**src/source/block_xcrypt_pkg.sv**
```systemverilog
// Block transformer shared types
// Widths, controller states and block geometry

package block_xcrypt_pkg;

  // Bus and configuration widths
  typedef logic [31:0]  word_t;
  typedef logic [31:0]  addr_t;
  typedef logic [31:0]  len_t;
  typedef logic [127:0] key_t;

  // Word position inside one block
  typedef logic [1:0]   word_idx_t;

  // Number of words and bytes in one block
  localparam int unsigned BLOCK_WORDS = 4;
  localparam int unsigned BLOCK_BYTES = BLOCK_WORDS * 4;

  // Controller sequence, one pass per block
  typedef enum logic [3:0] {
    XC_IDLE,
    XC_STARTING,
    XC_FETCH,
    XC_FETCH_WAIT,
    XC_WORKING,
    XC_DRAIN,
    XC_DRAIN_WAIT,
    XC_BLOCK_DONE,
    XC_FINISHED
  } xcrypt_state_t;

endpackage

```
**src/source/block_drain.sv**
```systemverilog
// Wishbone block write master

module block_drain
  import block_xcrypt_pkg::*;
#(
  parameter int WB_ADDR_W = 32
) (
  input  logic                 clk,
  input  logic                 reset_n,
  input  logic                 start_i,
  input  addr_t                base_i,
  input  word_t                rdata_i,
  input  logic                 wbw_ack_i,
  output word_idx_t            ridx_o,
  output logic                 wbw_cyc_o,
  output logic                 wbw_stb_o,
  output logic                 wbw_we_o,
  output logic [WB_ADDR_W-1:0] wbw_adr_o,
  output word_t                wbw_dat_o,
  output logic                 done_o
);

  logic      busy_q;
  logic      cyc_q;
  logic      done_q;
  word_idx_t idx_q;
  addr_t     base_q;
  addr_t     word_addr;

  always_ff @(posedge clk or negedge reset_n) begin
    if (!reset_n) begin
      busy_q <= 1'b0;
      cyc_q  <= 1'b0;
      done_q <= 1'b0;
      idx_q  <= '0;
      base_q <= '0;
    end else begin
      done_q <= 1'b0;
      if (!busy_q) begin
        if (start_i) begin
          busy_q <= 1'b1;
          cyc_q  <= 1'b1;
          idx_q  <= '0;
          base_q <= base_i;
        end
      end else if (cyc_q) begin
        if (wbw_ack_i) begin
          cyc_q <= 1'b0;
          if (idx_q == word_idx_t'(BLOCK_WORDS - 1)) begin
            busy_q <= 1'b0;
            done_q <= 1'b1;
          end else begin
            idx_q <= idx_q + 1'b1;
          end
        end
      end else begin
        cyc_q <= 1'b1;
      end
    end
  end

  assign word_addr = base_q + addr_t'({idx_q, 2'b00});

  // Index is registered, so the store output stays put until ack
  assign ridx_o    = idx_q;
  assign wbw_dat_o = rdata_i;

  assign wbw_cyc_o = cyc_q;
  assign wbw_stb_o = cyc_q;
  assign wbw_we_o  = cyc_q;
  assign wbw_adr_o = word_addr[WB_ADDR_W-1:0];
  assign done_o    = done_q;

endmodule

```
**src/source/block_fetch.sv**
```systemverilog
// Wishbone block read master

module block_fetch
  import block_xcrypt_pkg::*;
#(
  parameter int WB_ADDR_W = 32
) (
  input  logic                 clk,
  input  logic                 reset_n,
  input  logic                 start_i,
  input  addr_t                base_i,
  input  word_t                wbr_dat_i,
  input  logic                 wbr_ack_i,
  output logic                 wbr_cyc_o,
  output logic                 wbr_stb_o,
  output logic [WB_ADDR_W-1:0] wbr_adr_o,
  output logic                 store_we_o,
  output word_idx_t            store_idx_o,
  output word_t                store_wdata_o,
  output logic                 done_o
);

  logic      busy_q;
  logic      cyc_q;
  logic      done_q;
  word_idx_t idx_q;
  addr_t     base_q;
  addr_t     word_addr;

  always_ff @(posedge clk or negedge reset_n) begin
    if (!reset_n) begin
      busy_q <= 1'b0;
      cyc_q  <= 1'b0;
      done_q <= 1'b0;
      idx_q  <= '0;
      base_q <= '0;
    end else begin
      done_q <= 1'b0;
      if (!busy_q) begin
        if (start_i) begin
          busy_q <= 1'b1;
          cyc_q  <= 1'b1;
          idx_q  <= '0;
          base_q <= base_i;
        end
      end else if (cyc_q) begin
        if (wbr_ack_i) begin
          // One idle cycle follows every word
          cyc_q <= 1'b0;
          if (idx_q == word_idx_t'(BLOCK_WORDS - 1)) begin
            busy_q <= 1'b0;
            done_q <= 1'b1;
          end else begin
            idx_q <= idx_q + 1'b1;
          end
        end
      end else begin
        cyc_q <= 1'b1;
      end
    end
  end

  assign word_addr = base_q + addr_t'({idx_q, 2'b00});

  assign wbr_cyc_o = cyc_q;
  assign wbr_stb_o = cyc_q;
  assign wbr_adr_o = word_addr[WB_ADDR_W-1:0];

  // Returned word goes into the store on the ack cycle
  assign store_we_o    = cyc_q & wbr_ack_i;
  assign store_idx_o   = idx_q;
  assign store_wdata_o = wbr_dat_i;
  assign done_o        = done_q;

endmodule

```
**src/source/block_store.sv**
```systemverilog
// Block buffer with key whitening

module block_store
  import block_xcrypt_pkg::*;
(
  input  logic      clk,
  input  logic      reset_n,
  input  key_t      key_i,
  input  logic      we_i,
  input  word_idx_t widx_i,
  input  word_t     wdata_i,
  input  word_idx_t ridx_i,
  output word_t     rdata_o
);

  key_t  key_q;
  word_t words_q [BLOCK_WORDS];
  word_t key_word;

  // Key is taken with the first word of each block
  always_ff @(posedge clk or negedge reset_n) begin
    if (!reset_n) begin
      key_q <= '0;
    end else if (we_i && widx_i == '0) begin
      key_q <= key_i;
    end
  end

  always_ff @(posedge clk) begin
    if (we_i) begin
      words_q[widx_i] <= wdata_i;
    end
  end

  // Key word k sits at bits 32k+31 down to 32k
  assign key_word = key_q[ridx_i*32 +: 32];

  assign rdata_o = words_q[ridx_i] ^ key_word;

endmodule

```
**src/source/block_xcrypt_ctrl.sv**
```systemverilog
// Block sequencing controller

module block_xcrypt_ctrl
  import block_xcrypt_pkg::*;
(
  input  logic  clk,
  input  logic  reset_n,
  input  logic  start_i,
  input  addr_t src_addr_i,
  input  addr_t dst_addr_i,
  input  len_t  byte_len_i,
  input  logic  fetch_done_i,
  input  logic  drain_done_i,
  output logic  fetch_start_o,
  output addr_t fetch_base_o,
  output logic  drain_start_o,
  output addr_t drain_base_o,
  output logic  done_o
);

  xcrypt_state_t state_q, state_d;

  len_t  rem_len_q;
  len_t  blk_cnt_q;
  addr_t src_base_q;
  addr_t dst_base_q;

  always_ff @(posedge clk or negedge reset_n) begin
    if (!reset_n) begin
      state_q <= XC_IDLE;
    end else begin
      state_q <= state_d;
    end
  end

  // Job bookkeeping, loaded once and advanced per block
  always_ff @(posedge clk or negedge reset_n) begin
    if (!reset_n) begin
      rem_len_q  <= '0;
      blk_cnt_q  <= '0;
      src_base_q <= '0;
      dst_base_q <= '0;
    end else if (state_q == XC_STARTING) begin
      rem_len_q  <= byte_len_i;
      blk_cnt_q  <= '0;
      src_base_q <= src_addr_i;
      dst_base_q <= dst_addr_i;
    end else if (state_q == XC_BLOCK_DONE) begin
      // Saturate so a partial last block ends at zero
      rem_len_q <= (rem_len_q > BLOCK_BYTES) ? rem_len_q - BLOCK_BYTES : '0;
      blk_cnt_q <= blk_cnt_q + 1'b1;
    end
  end

  // Both bases step by one block per completed block
  assign fetch_base_o = src_base_q + addr_t'(blk_cnt_q * BLOCK_BYTES);
  assign drain_base_o = dst_base_q + addr_t'(blk_cnt_q * BLOCK_BYTES);

  always_comb begin
    state_d = state_q;
    case (state_q)
      XC_IDLE: begin
        if (start_i) begin
          state_d = XC_STARTING;
        end
      end
      XC_STARTING: begin
        // Empty job skips all bus traffic
        state_d = (byte_len_i == '0) ? XC_BLOCK_DONE : XC_FETCH;
      end
      XC_FETCH: begin
        state_d = XC_FETCH_WAIT;
      end
      XC_FETCH_WAIT: begin
        if (fetch_done_i) begin
          state_d = XC_WORKING;
        end
      end
      XC_WORKING: begin
        // Whitening happens on store read-out
        state_d = XC_DRAIN;
      end
      XC_DRAIN: begin
        state_d = XC_DRAIN_WAIT;
      end
      XC_DRAIN_WAIT: begin
        if (drain_done_i) begin
          state_d = XC_BLOCK_DONE;
        end
      end
      XC_BLOCK_DONE: begin
        state_d = (rem_len_q <= BLOCK_BYTES) ? XC_FINISHED : XC_FETCH;
      end
      XC_FINISHED: begin
        state_d = XC_IDLE;
      end
      default: begin
        state_d = XC_IDLE;
      end
    endcase
  end

  // Single-cycle strobes straight from the state
  always_comb begin
    fetch_start_o = 1'b0;
    drain_start_o = 1'b0;
    done_o        = 1'b0;
    case (state_q)
      XC_FETCH:    fetch_start_o = 1'b1;
      XC_DRAIN:    drain_start_o = 1'b1;
      XC_FINISHED: done_o        = 1'b1;
      default:     ;
    endcase
  end

endmodule

```
**src/source/block_xcrypt_top.sv**
```systemverilog
// Block transformer top level

module block_xcrypt_top
  import block_xcrypt_pkg::*;
#(
  parameter int WB_ADDR_W = 32
) (
  input  logic                 clk,
  input  logic                 reset_n,
  input  logic                 start_i,
  input  addr_t                src_addr_i,
  input  addr_t                dst_addr_i,
  input  len_t                 byte_len_i,
  input  key_t                 key_i,
  output logic                 done_o,
  // Source read port
  output logic                 wbr_cyc_o,
  output logic                 wbr_stb_o,
  output logic [WB_ADDR_W-1:0] wbr_adr_o,
  input  word_t                wbr_dat_i,
  input  logic                 wbr_ack_i,
  // Destination write port
  output logic                 wbw_cyc_o,
  output logic                 wbw_stb_o,
  output logic                 wbw_we_o,
  output logic [WB_ADDR_W-1:0] wbw_adr_o,
  output word_t                wbw_dat_o,
  input  logic                 wbw_ack_i
);

  logic      fetch_start;
  addr_t     fetch_base;
  logic      fetch_done;
  logic      drain_start;
  addr_t     drain_base;
  logic      drain_done;
  logic      store_we;
  word_idx_t store_idx;
  word_t     store_wdata;
  word_idx_t store_ridx;
  word_t     store_rdata;

  block_xcrypt_ctrl ctrl0 (
    .clk           (clk),
    .reset_n       (reset_n),
    .start_i       (start_i),
    .src_addr_i    (src_addr_i),
    .dst_addr_i    (dst_addr_i),
    .byte_len_i    (byte_len_i),
    .fetch_done_i  (fetch_done),
    .drain_done_i  (drain_done),
    .fetch_start_o (fetch_start),
    .fetch_base_o  (fetch_base),
    .drain_start_o (drain_start),
    .drain_base_o  (drain_base),
    .done_o        (done_o)
  );

  block_fetch #(
    .WB_ADDR_W (WB_ADDR_W)
  ) fetch0 (
    .clk           (clk),
    .reset_n       (reset_n),
    .start_i       (fetch_start),
    .base_i        (fetch_base),
    .wbr_dat_i     (wbr_dat_i),
    .wbr_ack_i     (wbr_ack_i),
    .wbr_cyc_o     (wbr_cyc_o),
    .wbr_stb_o     (wbr_stb_o),
    .wbr_adr_o     (wbr_adr_o),
    .store_we_o    (store_we),
    .store_idx_o   (store_idx),
    .store_wdata_o (store_wdata),
    .done_o        (fetch_done)
  );

  block_store store0 (
    .clk     (clk),
    .reset_n (reset_n),
    .key_i   (key_i),
    .we_i    (store_we),
    .widx_i  (store_idx),
    .wdata_i (store_wdata),
    .ridx_i  (store_ridx),
    .rdata_o (store_rdata)
  );

  block_drain #(
    .WB_ADDR_W (WB_ADDR_W)
  ) drain0 (
    .clk       (clk),
    .reset_n   (reset_n),
    .start_i   (drain_start),
    .base_i    (drain_base),
    .rdata_i   (store_rdata),
    .wbw_ack_i (wbw_ack_i),
    .ridx_o    (store_ridx),
    .wbw_cyc_o (wbw_cyc_o),
    .wbw_stb_o (wbw_stb_o),
    .wbw_we_o  (wbw_we_o),
    .wbw_adr_o (wbw_adr_o),
    .wbw_dat_o (wbw_dat_o),
    .done_o    (drain_done)
  );

endmodule

```
**config.mk**
```make
export PLATFORM = sky130hd
export DESIGN_NAME = block_xcrypt_top
export DESIGN_NICKNAME = d
export VERILOG_FILES = /design/src/source/block_xcrypt_pkg.sv /design/src/source/block_drain.sv /design/src/source/block_fetch.sv /design/src/source/block_store.sv /design/src/source/block_xcrypt_ctrl.sv /design/src/source/block_xcrypt_top.sv
export SDC_FILE = /design/constraint.sdc
export NUM_CORES = 1
export LEC_CHECK = 0
export BUFFER_PORTS_ARGS = -buffer_cell sky130_fd_sc_hd__buf_2
export CAP_MARGIN = 10
export CORE_MARGIN = 1
export CORE_UTILIZATION = 40
export CTS_CLUSTER_SIZE = 12
export DETAILED_ROUTE_END_ITERATION = 12
export GPL_TIMING_DRIVEN = 0
export PLACE_DENSITY = 0.65
export SLEW_MARGIN = 20
export SYNTH_ARGS = -nofsm -noshare
export SYNTH_HDL_FRONTEND = slang
export SYNTH_SLANG_ARGS = --single-unit
```
**constraint.sdc**
```tcl
create_clock -name clk -period 4.1 [get_ports clk]
set_input_delay 0.615 -clock clk [delete_from_list [all_inputs] [get_ports clk]]
set_output_delay 0.615 -clock clk [all_outputs]
set_load 0.01 [all_outputs]
```
# Word-level counts from Yosys, hierarchy flattened

Memory sizes are Yosys's and may differ from the RTL's.
Cells that the tools add are included.

Flip-flop bits (word level): 334
Memories: 1
Memory bits (writable): 128
Word-level logic and storage cells: 115
Output and inout port bits: 102
Bits of input ports: 261

Reductions and logical operators: 12
Multiplexer cells: 52
Equality and inequality tests: 19
Shift operators: 1
Add/subtract/negate cells: 8
Order comparisons: 2
Bitwise logic cells: 4

Memories:

| memory         | depth | width | read ports | clocked after Yosys merged registers in | write ports | line              | text |
|---|---|---|---|---|---|---|---|
| store0.words_q | 4     | 32    | 1          | 0                                       | 1           | block_store.sv:17 | `word_t words_q [BLOCK_WORDS];` |

Operator list:

| cell                                                  | number |
|---|---|
| two-way mux 32 bit                                    | 5 |
| variable part select 128 x 8 -> 32 bit                | 1 |
| adder 32 bit                                          | 2 |
| adder 32 x 4 -> 32 bit                                | 2 |
| adder 32 x 1 -> 32 bit (second input constant)        | 1 |
| > comparator 32 x 5 -> 1 bit (second input constant)  | 1 |
| <= comparator 32 x 5 -> 1 bit (second input constant) | 1 |
| zero test 32 bit                                      | 1 |
| one-hot mux 4 bit (8 select lines)                    | 1 |
| subtractor 32 x 5 -> 32 bit (second input constant)   | 1 |
| XOR 32 bit                                            | 1 |
| two-way mux 1 bit                                     | 31 |
| two-way mux 2 bit                                     | 10 |
| == test 4 x 3 -> 1 bit (second input constant)        | 4 |
| two-way mux 4 bit                                     | 4 |
| inequality test 2 bit (second input constant)         | 7 |
| == test 4 x 2 -> 1 bit (second input constant)        | 2 |
| AND reduction 4 bit                                   | 2 |
| nonzero test 2 bit                                    | 3 |
| adder 2 x 1 -> 2 bit (second input constant)          | 2 |
| == test 2 bit (second input constant)                 | 2 |
| == test 4 x 1 -> 1 bit (second input constant)        | 1 |
| == test 4 bit (second input constant)                 | 1 |
| zero test 4 bit                                       | 1 |
| other kinds (8)                                       | 11 |

# Logic depth before layout (Yosys ltp)

Depth in word-level cells: 5
Mapped depth: 9

# By module

Synthesis repeated with hierarchy kept, for this count alone.

Cells, all modules: 2056
Area total of the unflattened synthesis: 23955.5 um^2

By module, submodules not included:

| module            | area each (um^2) | cells an instance | times used |
|---|---|---|---|
| block_store       | 10561.4          | 570               | 1 |
| block_xcrypt_ctrl | 8876.0           | 1083              | 1 |
| block_drain       | 2260.9           | 202               | 1 |
| block_fetch       | 2257.2           | 201               | 1 |

# Worst setup path before layout

OpenSTA, ideal clock, no wires.

Path type: register to output
Start point: register drain0.idx_q[1], in the netlist drain0.ridx_o[1]
End point: output port wbw_adr_o[26]
Setup slack: 0.981 ns
Data required time: 3.485 ns
Cell stages (with the launch flop): 10
Arrival time: 2.504 ns
Buffers on the path: 1
Cells stage by stage: dfrtp_1 -> inv_2 -> buf_1 -> fa_1 -> nor3_1 -> and2_1 -> and4_1 -> and2_1 -> nand2_1 -> xnor2_1

Word-level cells in the longest chain between the ends: 1

RTL lines:

| item                     | line                   | text |
|---|---|---|
| start: declaration       | block_drain.sv:26      | `word_idx_t idx_q;` |
| start signal: assignment | block_drain.sv:53      | `idx_q <= idx_q + 1'b1;` |
| adder 32 x 4 -> 32 bit   | block_drain.sv:62      | `assign word_addr = base_q + addr_t'({idx_q, 2'b00});` |
| end: declaration         | block_xcrypt_top.sv:26 | `output logic [WB_ADDR_W-1:0] wbw_adr_o,` |

No other way between the ends.

# Worst setup path after layout

Start point: register drain0.idx_q[1], in the netlist drain0.ridx_o[1]
End point: output port wbw_adr_o[28]

Same word-level chain as after synthesis.

==> summary.txt <==
Status: complete, but fails checks
Failing checks: negative hold slack
Die H: 242 um
Compound-Gate Fraction of Synth Area: 8.88%
Pin count of the biggest net entering global routing: 95
Warnings from Yosys: 0
Setup CP Type: register to output pin
GRT busiest layer: met2
TritonCTS Buffers: 51
Seq/Total Area, Yosys: 52.4%
Total clock sinks: 458
Top_reg_cell synth: dfrtp_1
Area Overhead vs Synth: 20.2%
Critical Path AT: 3.15 ns
Met2 usage: 38.8%
Tcrit/Tclk final: 91.8%
DR DRC count: 0
Std-Cell Rows: 87
Final setup fails: 0
Clk_skew: 0.0129 ns
Power Density: 715 nW/um2
Final min period: 3.76 ns
Simple-Gate Fraction of Synth Area: 13.5%
Syn Inst Count: 2062
Final hold viol count: 17
Unrepaired setup endpoints after global routing: no
Routability cong.: 0.904
Xor and xnor area share after synthesis: 9.83%
Synth Net Count: 2393
Worst slew pin tran: 1.02 ns
Fin worst setup slack: 0.337 ns
Worst Path Required: 3.48 ns
I/O Buffers: 362
Asr flop ratio synth: 72.1%
Type of the worst min-delay path: input pin to asynchronous set/reset pin
Power, Total: 0.0199 W
Startpoint types: register
Vias in the first global route: 17800
Endpoint class of the critical path: output pin
Area of the die: 58700 um2
Rel. slew slack: 32.2%
Hold_ws: -0.0132 ns
Deepest clock path buffer count: 3
Starting DRT DRC Count: 945
Routed WL: 65000 um
Clk_lat worst skew: 0.58 ns
Final ANT Viol Nets: 0
Seq cells post-synth: 458
Overflow left after global routing: 0
Initial antenna violation count: 0
Worst-path clk slew: 0.06 ns
Met3 Usage GRT: 3.25%
Synthesized area per cell: 11.2 um2
First-pass GRT wire length: 101000 um
Root Driver: clkbuf_16
CP Launch Point: drain0.ridx_o[1]$_DFFE_PN0P_
Core Util, Final: 48.9%
GR met1 Demand/Resource: 28.5%
RR Startpoint: ctrl0.blk_cnt_q[0]$_DFFE_PN0P_
VDD IR-drop max: 0.353 mV
Final Slew Violations: 0
Hpwl dp: 49400 um
Core ar.: 56700 um2
Crit Path Max Fanout: 15
Vias per inst: 5.25
F_max: 0.266 GHz
Die width: 242 um
Max-Cap Viols: 0
EDFF count, synth: 128
Fraction of layout cells with a size suffix above 1: 25.5%
# IOs: 363
Mux contribution to synthesized area: 9.50%
DR pass1 iterations: 5
CTS tree: yes
Non-filler cells, final: 3283
Place WS: 0.520 ns
Combinational family with the most area after synthesis: simple AND/OR/NAND/NOR gates
GRT Total Usage: 22.2%
Yosys cell types: 76
CTS H-Tree Depth: 2
Leakage: 12.4 nW
Placed Cells: 3189
DR WL/cell: 19.8 um
Synth Area in Adders: 3.92%
Initial Util: 40.7%
Mapped Area: 23100 um2
Filler cells: 5189
Nets: 2816
Vias: 17200
==> stage by stage <==
stage	area (um2)	TNS, ns	hold slack [ns]
2_1_floorplan	23100	0	0.319
3_3_place_gp	25800	-1376.57	0.449
3_5_place_dp	26100	0	0.467
4_1_cts	27700	0	0.00728
5_1_grt	27700	0	0.0373
6_report	27800	0	-0.0132
==> state kept, by name, summed over array words and instances (netlist names) <==
register            count
drain0.wbw_cyc_o        1
store0.words_q        128
drain0.ridx_o           2
fetch0.done_o           1
ctrl0.blk_cnt_q        28
ctrl0.dst_base_q       32
fetch0.base_q          32
drain0.busy_q           1
ctrl0.src_base_q       32
drain0.done_o           1
ctrl0.state_q           4
store0.key_q          128
fetch0.store_idx_o      2
fetch0.busy_q           1
ctrl0.rem_len_q        32
drain0.base_q          32
fetch0.wbr_cyc_o        1
==> kinds of logic after synthesis <==
group | Yosys count
AO/OA/AOI/OAI | 318
XOR/XNOR | 259
adder cells (fa/ha/maj) | 70
buffers and inverters | 111
flip-flops | 458
multiplexers | 163
AND/OR/NAND/NOR | 683
==> synthesized netlist by cell type, drive strengths merged, types with 42 or more instances <==
| library cell | number | area share (%) |
|---|---|---|
| o21ai | 86 | 1.9 |
| dfrtp | 330 | 36 |
| edfxtp | 128 | 17 |
| xnor2 | 86 | 3.3 |
| a21o | 42 | 1.4 |
| clkbuf | 65 | 1.1 |
| mux2 | 129 | 6.3 |
| a21oi | 73 | 1.6 |
| ha | 66 | 3.6 |
| xor2 | 173 | 6.6 |
| nor2 | 84 | 1.4 |
| nand2 | 388 | 6.3 |
==> layer usage <==
metal | routed length (um) | share of wire (%)
met1 | 27700 | 43
met2 | 32300 | 50
met3 | 3310 | 5.1
met4 | 1600 | 2.5
met5 | 0 | 0
==> critical path: stages, from the launching register on <==
cell,delay [ns]
dfrtp_1,0.46
inv_4,0.17
fa_1,0.52
nor3_2,0.34
and2_1,0.24
and4_1,0.24
and2_1,0.20
nand2_1,0.09
xnor2_1,0.14
buf_2,0.15
==> layout by cell type, fill, tap and decap left out, types with 6 or more instances in the layout <==
cell type,netlist,final
nand2_1,387,387
clkbuf_16,0,52
buf_2,7,371
clkinv_2,0,6
xnor2_1,86,86
clkbuf_1,65,83
a221o_1,7,7
nor3_1,30,28
a211oi_1,9,9
xor2_1,173,173
buf_4,9,10
nand2b_1,9,9
and2_1,12,12
o21a_1,15,15
edfxtp_1,128,128
a21oi_1,73,73
or3_1,16,16
nor4_1,21,20
a22oi_1,9,9
and3_1,21,18
dfrtp_1,330,330
nor2_1,83,83
o21bai_1,8,8
mux4_2,32,32
mux2_2,129,129
nand3_1,31,31
o21ai_0,83,83
o211ai_1,7,7
o31ai_1,28,28
ha_1,66,66
inv_1,22,22
a21o_1,42,42
and4_1,7,7
clkbuf_8,0,6
nand4_1,31,31
==> final cells by class <==
| cell class | instances | area, um2 | share of cell area [%] |
|---|---|---|---|
| sequential | 458 | 12100 | 43.6 |
| multi-input combinational | 1493 | 10600 | 38.1 |
| timing repair buffer | 371 | 2010 | 7.25 |
| clock buffer | 76 | 1450 | 5.23 |
| tap | 756 | 946 | 3.41 |
| buffer | 87 | 372 | 1.34 |
| clock inverter | 15 | 209 | 0.753 |
| inverter | 23 | 88.8 | 0.320 |
| antenna | 4 | 10.0 | 0.0361 |
==> where the power goes <==
part | total, W | switching [W] | internal (W) | leakage [nW]
clock network | 0.00458 | 0.00187 | 0.00270 | 0.812
logic | 0.00753 | 0.00406 | 0.00347 | 6.32
registers | 0.00774 | 0.00135 | 0.00639 | 5.24
total | 0.0199 | 0.00728 | 0.0126 | 12.4
==> timing repair <==
item                                    in CTS  in global routing
hold buffers                                 0                  0
setup buffers                                0                  0
gates cloned                                 0                  0
endpoints found under the setup margin       3                  8
gates resized for setup                      1                  4
==> final timing paths <==
| kind | depth (start not counted) | end | slack, ns |
|---|---|---|---|
| worst max-delay path | 9 | wbw_adr_o[28] | 0.34 |
| worst min-delay path | 1 | store0.key_q[14]$_DFFE_PN0P_ | -0.01 |
| worst max register to register | 9 | fetch0.base_q[22]$_DFFE_PN0P_ | 0.94 |
| worst min register to register | 2 | fetch0.base_q[2]$_DFFE_PN0P_ | 0.47 |
| max in group asynchronous | 3 | ctrl0.dst_base_q[16]$_DFFE_PN0P_ | 2.78 |
| min in group clk | 3 | ctrl0.dst_base_q[26]$_DFFE_PN0P_ | 0.21 |
(Power assumes the default switching activity.)
